<file path="config.mk">
export PLATFORM = sky130hd
export DESIGN_NAME = rv_stage_ex
export DESIGN_NICKNAME = d
export VERILOG_FILES = /design/src/rv_ex_pkg.sv /design/src/rv_div_if.sv /design/src/rv_stage_ex.sv /design/src/rv_div.sv /design/src/rv_branch.sv /design/src/rv_alu.sv
export VERILOG_INCLUDE_DIRS = /design/src
export SDC_FILE = /design/constraint.sdc
export NUM_CORES = 1
export LEC_CHECK = 0
export BUFFER_PORTS_ARGS = -buffer_cell sky130_fd_sc_hd__clkbuf_2
export CAP_MARGIN = 20
export CORE_MARGIN = 3
export CORE_UTILIZATION = 50
export CTS_BUF_LIST = sky130_fd_sc_hd__clkbuf_8 sky130_fd_sc_hd__clkbuf_16
export CTS_CLUSTER_DIAMETER = 80
export CTS_CLUSTER_SIZE = 12
export DETAILED_ROUTE_END_ITERATION = 6
export PLACE_DENSITY = 0.7
export SLEW_MARGIN = 15
export SYNTH_ARGS = -nofsm -noshare
export SYNTH_HDL_FRONTEND = slang
export SYNTH_SLANG_ARGS = --single-unit
</file>
<file path="constraint.sdc">
create_clock -name clk -period 18.6 [get_ports clk]
set_input_delay 4.65 -clock clk [delete_from_list [all_inputs] [get_ports clk]]
set_output_delay 4.65 -clock clk [all_outputs]
set_load 0.1 [all_outputs]
</file>
<file path="src/rv_ex_cfg.svh">
`ifndef RV_EX_CFG_SVH
`define RV_EX_CFG_SVH

// Integer data path width
`define RV_XLEN 32

// Register file index width
`define RV_REGW 5

// Divider produces one quotient bit per iteration
`define RV_DIV_STEPS `RV_XLEN

`endif
</file>
<file path="src/rv_ex_pkg.sv">
`include "rv_ex_cfg.svh"

package rv_ex_pkg;

  // Operand, result and address word
  typedef logic [`RV_XLEN-1:0] xlen_t;
  // Destination register index
  typedef logic [`RV_REGW-1:0] reg_idx_t;
  // Instruction funct3 field
  typedef logic [2:0] funct3_t;

  // ALU operation codes
  typedef logic [3:0] alu_op_t;
  localparam alu_op_t ALU_ADD  = 4'd0;
  localparam alu_op_t ALU_SUB  = 4'd1;
  localparam alu_op_t ALU_SLL  = 4'd2;
  localparam alu_op_t ALU_SLT  = 4'd3;
  localparam alu_op_t ALU_SLTU = 4'd4;
  localparam alu_op_t ALU_XOR  = 4'd5;
  localparam alu_op_t ALU_SRL  = 4'd6;
  localparam alu_op_t ALU_SRA  = 4'd7;
  localparam alu_op_t ALU_OR   = 4'd8;
  localparam alu_op_t ALU_AND  = 4'd9;

  // Decode class from the ID stage
  typedef logic [1:0] alu_instr_t;
  localparam alu_instr_t ALU_INSTR_ADD   = 2'd0;
  localparam alu_instr_t ALU_INSTR_SUB   = 2'd1;
  localparam alu_instr_t ALU_INSTR_FUNCT = 2'd2;

  // ALU A operand source
  typedef logic [1:0] a_src_t;
  localparam a_src_t A_SRC_RS1  = 2'd0;
  localparam a_src_t A_SRC_ZERO = 2'd1;
  localparam a_src_t A_SRC_PC   = 2'd2;

  // Branch conditions
  localparam funct3_t F3_BEQ  = 3'b000;
  localparam funct3_t F3_BNE  = 3'b001;
  localparam funct3_t F3_BLT  = 3'b100;
  localparam funct3_t F3_BGE  = 3'b101;
  localparam funct3_t F3_BLTU = 3'b110;
  localparam funct3_t F3_BGEU = 3'b111;

  // M extension divide operations
  localparam funct3_t F3_DIV  = 3'b100;
  localparam funct3_t F3_DIVU = 3'b101;
  localparam funct3_t F3_REM  = 3'b110;
  localparam funct3_t F3_REMU = 3'b111;

endpackage

</file>
<file path="src/rv_div_if.sv">
interface rv_div_if;
  import rv_ex_pkg::*;

  // One-cycle start strobe, operands sampled with it
  logic    en;
  funct3_t op;
  xlen_t   dividend;
  xlen_t   divisor;
  // Level, high while iterating
  logic    busy;
  // Valid once busy falls, held until next start
  xlen_t   result;

  modport stage (
    output en, op, dividend, divisor,
    input  busy, result
  );

  modport div (
    input  en, op, dividend, divisor,
    output busy, result
  );

endinterface

</file>
<file path="src/rv_stage_ex.sv">
module rv_stage_ex (
  input  logic                  clk,
  input  logic                  rst_n,
  input  logic                  ex_mem_stall,
  input  logic                  reg_write,
  input  rv_ex_pkg::reg_idx_t   rd,
  input  rv_ex_pkg::a_src_t     alu_a_src,
  input  logic                  alu_b_src,
  input  rv_ex_pkg::alu_instr_t alu_instr,
  input  rv_ex_pkg::funct3_t    funct3,
  input  logic                  funct7_b5,
  input  logic                  op_b5,
  input  logic                  is_branch,
  input  logic                  is_jump,
  input  logic                  jb_target_src,
  input  logic                  is_div,
  input  rv_ex_pkg::xlen_t      rs1_data,
  input  rv_ex_pkg::xlen_t      rs2_data,
  input  rv_ex_pkg::xlen_t      imm,
  input  rv_ex_pkg::xlen_t      pc,
  output logic                  pc_sel,
  output rv_ex_pkg::xlen_t      pc_redirect_target,
  output logic                  op_active,
  output logic                  reg_write_mem,
  output rv_ex_pkg::reg_idx_t   rd_mem,
  output logic                  is_div_mem,
  output rv_ex_pkg::xlen_t      alu_result_mem,
  output rv_ex_pkg::xlen_t      jb_target_mem,
  output rv_ex_pkg::xlen_t      div_result_mem
);
  import rv_ex_pkg::*;

  // Divider sequencing
  typedef enum logic {
    IDLE,
    EXEC
  } mc_state_t;

  mc_state_t state;
  mc_state_t state_next;

  xlen_t alu_a;
  xlen_t alu_b;
  xlen_t alu_result;
  xlen_t m_result;

  rv_div_if div_if ();

  // ALU A: rs1, zero for LUI, pc for AUIPC
  always_comb begin
    case (alu_a_src)
      A_SRC_RS1:  alu_a = rs1_data;
      A_SRC_ZERO: alu_a = '0;
      A_SRC_PC:   alu_a = pc;
      default:    alu_a = rs1_data;
    endcase
  end

  // ALU B: rs2 or immediate
  assign alu_b = alu_b_src ? imm : rs2_data;

  rv_alu rv_alu_inst (
    .alu_instr(alu_instr),
    .funct3   (funct3),
    .funct7_b5(funct7_b5),
    .op_b5    (op_b5),
    .a        (alu_a),
    .b        (alu_b),
    .result   (alu_result)
  );

  // Compare on raw register operands
  rv_branch rv_branch_inst (
    .rs1          (rs1_data),
    .rs2          (rs2_data),
    .funct3       (funct3),
    .is_branch    (is_branch),
    .is_jump      (is_jump),
    .jb_target_src(jb_target_src),
    .pc           (pc),
    .imm          (imm),
    .alu_result   (alu_result),
    .pc_sel       (pc_sel),
    .target       (pc_redirect_target)
  );

  // Start strobe in IDLE, then track divider busy
  always_comb begin
    state_next = state;
    op_active  = 1'b0;
    div_if.en  = 1'b0;
    case (state)
      IDLE: begin
        if (is_div) begin
          div_if.en  = 1'b1;
          op_active  = 1'b1;
          state_next = EXEC;
        end
      end
      EXEC: begin
        // First low cycle has the result on m_result
        op_active = div_if.busy;
        if (!div_if.busy) begin
          state_next = IDLE;
        end
      end
      default: state_next = IDLE;
    endcase
  end

  always_ff @(posedge clk) begin
    if (!rst_n) begin
      state <= IDLE;
    end else begin
      state <= state_next;
    end
  end

  assign div_if.op       = funct3;
  assign div_if.dividend = rs1_data;
  assign div_if.divisor  = rs2_data;
  assign m_result        = div_if.result;

  rv_div rv_div_inst (
    .clk  (clk),
    .rst_n(rst_n),
    .div  (div_if.div)
  );

  // EX/MEM register, frozen while stalled
  always_ff @(posedge clk) begin
    if (!rst_n) begin
      reg_write_mem  <= 1'b0;
      rd_mem         <= '0;
      is_div_mem     <= 1'b0;
      alu_result_mem <= '0;
      jb_target_mem  <= '0;
      div_result_mem <= '0;
    end else if (!ex_mem_stall) begin
      reg_write_mem  <= reg_write;
      rd_mem         <= rd;
      is_div_mem     <= is_div;
      alu_result_mem <= alu_result;
      jb_target_mem  <= pc_redirect_target;
      div_result_mem <= m_result;
    end
  end

endmodule

</file>
<file path="src/rv_div.sv">
`include "rv_ex_cfg.svh"

module rv_div (
  input logic   clk,
  input logic   rst_n,
  rv_div_if.div div
);
  import rv_ex_pkg::*;

  localparam int CNT_W = $clog2(`RV_DIV_STEPS);

  // Iteration state
  logic [CNT_W-1:0] cnt;
  xlen_t            quo;
  xlen_t            rem;
  xlen_t            dvs;
  // Sign correction and result select, fixed at start
  logic             neg_quo;
  logic             neg_rem;
  logic             rem_sel;

  logic              op_signed;
  logic              op_rem;
  logic              sign_a;
  logic              sign_b;
  xlen_t             abs_dividend;
  xlen_t             abs_divisor;
  logic [`RV_XLEN:0] shifted;
  logic [`RV_XLEN:0] diff;

  // Operation decode
  always_comb begin
    case (div.op)
      F3_DIV:  {op_signed, op_rem} = 2'b10;
      F3_DIVU: {op_signed, op_rem} = 2'b00;
      F3_REM:  {op_signed, op_rem} = 2'b11;
      default: {op_signed, op_rem} = 2'b01;
    endcase
  end

  assign sign_a       = op_signed && div.dividend[`RV_XLEN-1];
  assign sign_b       = op_signed && div.divisor[`RV_XLEN-1];
  assign abs_dividend = sign_a ? -div.dividend : div.dividend;
  assign abs_divisor  = sign_b ? -div.divisor : div.divisor;

  // Bring in next dividend bit and try the subtraction
  assign shifted = {rem, quo[`RV_XLEN-1]};
  assign diff    = shifted - {1'b0, dvs};

  always_ff @(posedge clk) begin
    if (!rst_n) begin
      div.busy <= 1'b0;
      cnt      <= '0;
      quo      <= '0;
      rem      <= '0;
      dvs      <= '0;
      neg_quo  <= 1'b0;
      neg_rem  <= 1'b0;
      rem_sel  <= 1'b0;
    end else if (div.en) begin
      div.busy <= 1'b1;
      cnt      <= '0;
      quo      <= abs_dividend;
      rem      <= '0;
      dvs      <= abs_divisor;
      // Zero divisor keeps the all-ones quotient unsigned
      neg_quo  <= (sign_a ^ sign_b) && (div.divisor != '0);
      // Remainder takes the dividend sign
      neg_rem  <= sign_a;
      rem_sel  <= op_rem;
    end else if (div.busy) begin
      cnt <= cnt + 1'b1;
      // Restore on borrow, keep the difference otherwise
      if (!diff[`RV_XLEN]) begin
        rem <= diff[`RV_XLEN-1:0];
        quo <= {quo[`RV_XLEN-2:0], 1'b1};
      end else begin
        rem <= shifted[`RV_XLEN-1:0];
        quo <= {quo[`RV_XLEN-2:0], 1'b0};
      end
      if (cnt == CNT_W'(`RV_DIV_STEPS - 1)) begin
        div.busy <= 1'b0;
      end
    end
  end

  // Divide by zero falls out as all-ones quotient, remainder = dividend
  // Most negative by -1 wraps back to the dividend with zero remainder
  assign div.result = rem_sel ? (neg_rem ? -rem : rem) : (neg_quo ? -quo : quo);

endmodule

</file>
<file path="src/rv_branch.sv">
module rv_branch (
  input  rv_ex_pkg::xlen_t   rs1,
  input  rv_ex_pkg::xlen_t   rs2,
  input  rv_ex_pkg::funct3_t funct3,
  input  logic               is_branch,
  input  logic               is_jump,
  input  logic               jb_target_src,
  input  rv_ex_pkg::xlen_t   pc,
  input  rv_ex_pkg::xlen_t   imm,
  input  rv_ex_pkg::xlen_t   alu_result,
  output logic               pc_sel,
  output rv_ex_pkg::xlen_t   target
);
  import rv_ex_pkg::*;

  logic taken;

  // Branch condition from funct3
  always_comb begin
    case (funct3)
      F3_BEQ:  taken = (rs1 == rs2);
      F3_BNE:  taken = (rs1 != rs2);
      F3_BLT:  taken = ($signed(rs1) < $signed(rs2));
      F3_BGE:  taken = ($signed(rs1) >= $signed(rs2));
      F3_BLTU: taken = (rs1 < rs2);
      F3_BGEU: taken = (rs1 >= rs2);
      // Reserved encodings never branch
      default: taken = 1'b0;
    endcase
  end

  // No predictor, so any jump or taken branch redirects
  assign pc_sel = (is_branch && taken) || is_jump;

  // JAL and branches are pc relative
  // JALR uses rs1 + imm from the ALU with bit 0 cleared
  assign target = jb_target_src ? (alu_result & ~xlen_t'(1)) : (pc + imm);

endmodule

</file>
<file path="src/rv_alu.sv">
module rv_alu (
  input  rv_ex_pkg::alu_instr_t alu_instr,
  input  rv_ex_pkg::funct3_t    funct3,
  input  logic                  funct7_b5,
  input  logic                  op_b5,
  input  rv_ex_pkg::xlen_t      a,
  input  rv_ex_pkg::xlen_t      b,
  output rv_ex_pkg::xlen_t      result
);
  import rv_ex_pkg::*;

  alu_op_t    alu_op;
  logic [4:0] shamt;

  // Operation decode, RV32I style
  always_comb begin
    case (alu_instr)
      ALU_INSTR_ADD: alu_op = ALU_ADD;
      ALU_INSTR_SUB: alu_op = ALU_SUB;
      ALU_INSTR_FUNCT: begin
        case (funct3)
          // SUB only for R-type, ADDI ignores funct7
          3'b000:  alu_op = (funct7_b5 && op_b5) ? ALU_SUB : ALU_ADD;
          3'b001:  alu_op = ALU_SLL;
          3'b010:  alu_op = ALU_SLT;
          3'b011:  alu_op = ALU_SLTU;
          3'b100:  alu_op = ALU_XOR;
          // SRAI keeps funct7 bit 5 in the immediate too
          3'b101:  alu_op = funct7_b5 ? ALU_SRA : ALU_SRL;
          3'b110:  alu_op = ALU_OR;
          default: alu_op = ALU_AND;
        endcase
      end
      default: alu_op = ALU_ADD;
    endcase
  end

  // Shift amount from low bits of B only
  assign shamt = b[4:0];

  // Datapath
  always_comb begin
    case (alu_op)
      ALU_ADD: result = a + b;
      ALU_SUB: result = a - b;
      ALU_SLL: result = a << shamt;
      // Set-less-than yields 0 or 1
      ALU_SLT: result = xlen_t'($signed(a) < $signed(b));
      ALU_SLTU: result = xlen_t'(a < b);
      ALU_XOR: result = a ^ b;
      ALU_SRL: result = a >> shamt;
      // Sign fill from A
      ALU_SRA: result = xlen_t'($signed(a) >>> shamt);
      ALU_OR: result = a | b;
      ALU_AND: result = a & b;
      default: result = a + b;
    endcase
  end

endmodule

</file>
==> flow_summary.yaml <==
cts:
  cts_buffers: 24
  root_buffer: "clkbuf_16"
  clkTransAtPathRegs_ns: 0.06
  cts_buffer_depth: 3
  ctsHoldBuffers: 0
  ctsResizeCount: 0
  cts_sinks: 209
  insertion_delay_ns: 0.58
  cts_max_level: 1
  cts_tree: "done"
  post-cts-setup-buffers: 0
drt:
  drc: 2
  wl_per_cell_um: 31.7
  antenna_left: 0
  drtPass1Iterations: 7
  drt-vias-per-instance: 6.99
  drt-total-wl_um: 136000
  vias: 30000
  drt_iter0_drc: 4293
min_path:
  worstHoldStart: "rv_div_inst.dvs[0]$_SDFFE_PN0P_"
  holdPathStages: 2
  holdPathEnd: "rv_div_inst.dvs[0]$_SDFFE_PN0P_"
  hold_class: "reg -> reg"
global_routing:
  antenna_found_initial: 14
  grt_pass1_vias: 26800
  grt_pass1_wl_um: 190000
  overflow: 0
  grtUsageTotal_pct: 47.7
  grt_max_degree: 89
placed_design:
  port_buffers: 287
  dp_hpwl_um: 107000
  gp_congestion: 1.16
pwr:
  power.switching_w: 0.00125
  p_int_w: 0.00111
  pwr-share-comb_pct: 58.2
  peakVddDrop_uv: 105
  power.share.clock_pct: 19.4
  sw_frac_of_total_pct: 52.8
  p_leak_nw: 11.9
  power.share.sequential_pct: 22.4
  p_per_area_mw_per_mm2: 83.6
synthesis:
  avgSynthCellArea_um2: 7.48
  async_reset_ff_share_pct: 0
  synth-edff-count: 0
  synth_nets: 3827
  synth_cell_types: 97
  synth_area_leaders: "dfxtp_1, ha_1, o21ai_0"
  synth_top_cell_area_share_pct: 16.1
  ys.flop_type: "dfxtp_1"
  syn_area_mm2: 0.0259
  ys_seq_area_share_pct: 16.1
  syn_inst: 3470
  yosysTopAreaCell: "dfxtp_1"
  yosys_warnings: 0
  synth_seq_cells: 209
layout:
  fin_nets: 3953
  areaGrowthSynthToFinish_pct: 8.70
  post_route_cells_drive_above_1_share_pct: 14.5
setup_path:
  crit_fanout: 25
  slowest_stage: "a2111oi_0"
  cp-end-kind: "output port"
  arrival_ns: 10.94
  path_cells: "clkbuf_2 > inv_1 > ha_2 > buf_4 > nand2_1 > o21ai_0 > inv_1 > ha_1 > fa_1 > nor3b_1 > o211ai_1 > a2111oi_0 > nor3_1 > o21bai_1 > a211o_1 > o211ai_1 > a211oi_1 > o21ai_0 > clkbuf_2"
  r2r-end: "rv_div_inst.rem[20]$_SDFFE_PP0P_"
  start_kind: "primary input"
  required_ns: 13.95
  worst-path-buf-inv: 5
  crit_cells: 19
  r2r_slack_ns: 14.24
  cp_top_family: "compound AO/OA/AOI/OAI gates"
  crit_type: "in -> out"
  worstReg2RegStart: "rv_div_inst.quo[31]$_SDFFE_PN0P_"
  r2r_cells: 14
  cpPeakStageDelay_ns: 0.83
sta:
  setup_viol: 0
  report.final.slew_viol_count: 0
  worst_pin_slew_ns: 1.34
  final.setup.tns_ns: 0
  grt_setup_unrepaired: "no"
  fin_worst_skew_ns: 0.0401
  finalHoldViolCount: 0
  min_period_ns: 15.59
  holdWs_ns: 0.461
  fmax_mhz: 64.2
  relSlewSlack_pct: 10.7
  finalCritPeriodShare_pct: 83.8
floorplanning:
  initial_core_util_pct: 51.2
  die_area_mm2: 0.0546
  die_h_um: 234
  row_count: 82
  die_w_um: 234
  pin_count: 288
  coreArea_mm2: 0.0507
run_status:
  violations: "DRC"
  status: "finished, violations left"
job:
  cap_violations: 0
## per-stage QoR
step	instance area [um2]	worst slack (ns)	cells	total power [W]	utilization, %
6_report	28200	3.01	4286	0.00236	55.6
5_1_grt	28200	2.89	4279	0.00243	55.6
4_1_cts	28200	3.25	4276	0.00231	55.6
3_5_place_dp	27500	3.30	4242	0.00185	54.2
3_3_place_gp	27500	3.43	4242	0.00186	54.2
2_1_floorplan	25900	3.51	3470	0.00148	-
## power by group through the flow
stage | sequential [W] | clock [W] | combinational [W]
after floorplan | 0.000683 | 0 | 0.000797
after CTS | 0.000527 | 0.000460 | 0.00132
after detailed placement | 0.000536 | 0 | 0.00132
after global routing | 0.000533 | 0.000475 | 0.00142
after global placement | 0.000535 | 0 | 0.00132
final | 0.000528 | 0.000456 | 0.00137
## cells in the mapped netlist, types with 18 or more instances
library cell and count:
mux2_2 21, o21bai_1 22, o211ai_1 40, buf_1 18
a21o_1 55, xnor2_1 126, inv_1 201, mux4_2 54
mux2i_1 124, or3_1 31, o221ai_1 21, and2_1 34
o31ai_1 40, nand4_1 41, a21oi_1 272, nor2_1 322
ha_1 202, nand3_1 81, a31oi_1 40, xor2_1 55
nor3_1 61, clkbuf_1 163, a211oi_1 119, and3_1 21
dfxtp_1 209, nand2b_1 34, o21a_1 25, nand2_1 304
nor4_1 38, o21ai_0 275, or4_1 23, nor2b_1 26
o21ba_2 20
## sequential cells by signal, indices dropped and copies added, names as in the netlist
| name | flops |
|---|---|
| div_result_mem | 32 |
| rv_div_inst.dvs | 32 |
| rv_div_inst.rem | 32 |
| is_div_mem | 1 |
| rv_div_inst.rem_sel | 1 |
| state | 1 |
| rv_div_inst.div.busy | 1 |
| rv_div_inst.quo | 32 |
| rv_div_inst.neg_rem | 1 |
| rv_div_inst.cnt | 5 |
| reg_write_mem | 1 |
| rv_div_inst.neg_quo | 1 |
| rd_mem | 5 |
| alu_result_mem | 32 |
| jb_target_mem | 32 |
## area by class of cell
class	count	area [um2]
fillers	4980	22500
multi-input cells	2818	19800
flip-flops and latches	209	4190
repair buffers	337	1810
well taps	672	841
inverters	206	776
clock buffers	27	653
clock inverters	7	57.6
diodes	10	25.0
## cells by family after synthesis
family	Yosys count	share of synthesized area (%)
buffers and inverters	443	7.68
AND/OR/NAND/NOR	1066	19.4
flip-flops	209	16.1
AO/OA/AOI/OAI	1155	29.2
XOR/XNOR	181	6.11
multiplexers	210	11.5
adder cells (fa/ha/maj)	206	10.1
## worst min-delay path, stage by stage, from the launching register on
cell	delay, ns
dfxtp_1	0.31
nand2_1	0.05
a21oi_1	0.05
## how the worst max path moves through the flow
stage,start,endpoint,slack (ns)
floorplan,alu_b_src,pc_redirect_target[30],3.51
global placement,alu_a_src[0],pc_redirect_target[30],3.43
detailed placement,alu_a_src[0],pc_redirect_target[22],3.30
CTS,alu_a_src[0],pc_redirect_target[22],3.25
global route,alu_a_src[0],pc_redirect_target[14],2.89
finish,alu_a_src[0],pc_redirect_target[22],3.01
## layout by cell type (no fill, tap or decap), drive strengths merged, types with 41 or more instances in the layout
cell type and count:
nor2 322, clkbuf 313, nand2 304, o21ai 290, a21oi 272, dfxtp 209
inv 209, ha 202, xnor2 126, mux2i 124, a211oi 119, nand3 81
mux4 64, nor3 61, a21o 57, xor2 55, buf 51, nand4 41
## layer usage
layer  wire length, um  GRT usage, %
met1             51500          60.6
met2             52700          65.5
met3             21300          21.7
met4             10100          28.5
met5               151          1.43
(Power assumes the default switching activity.)
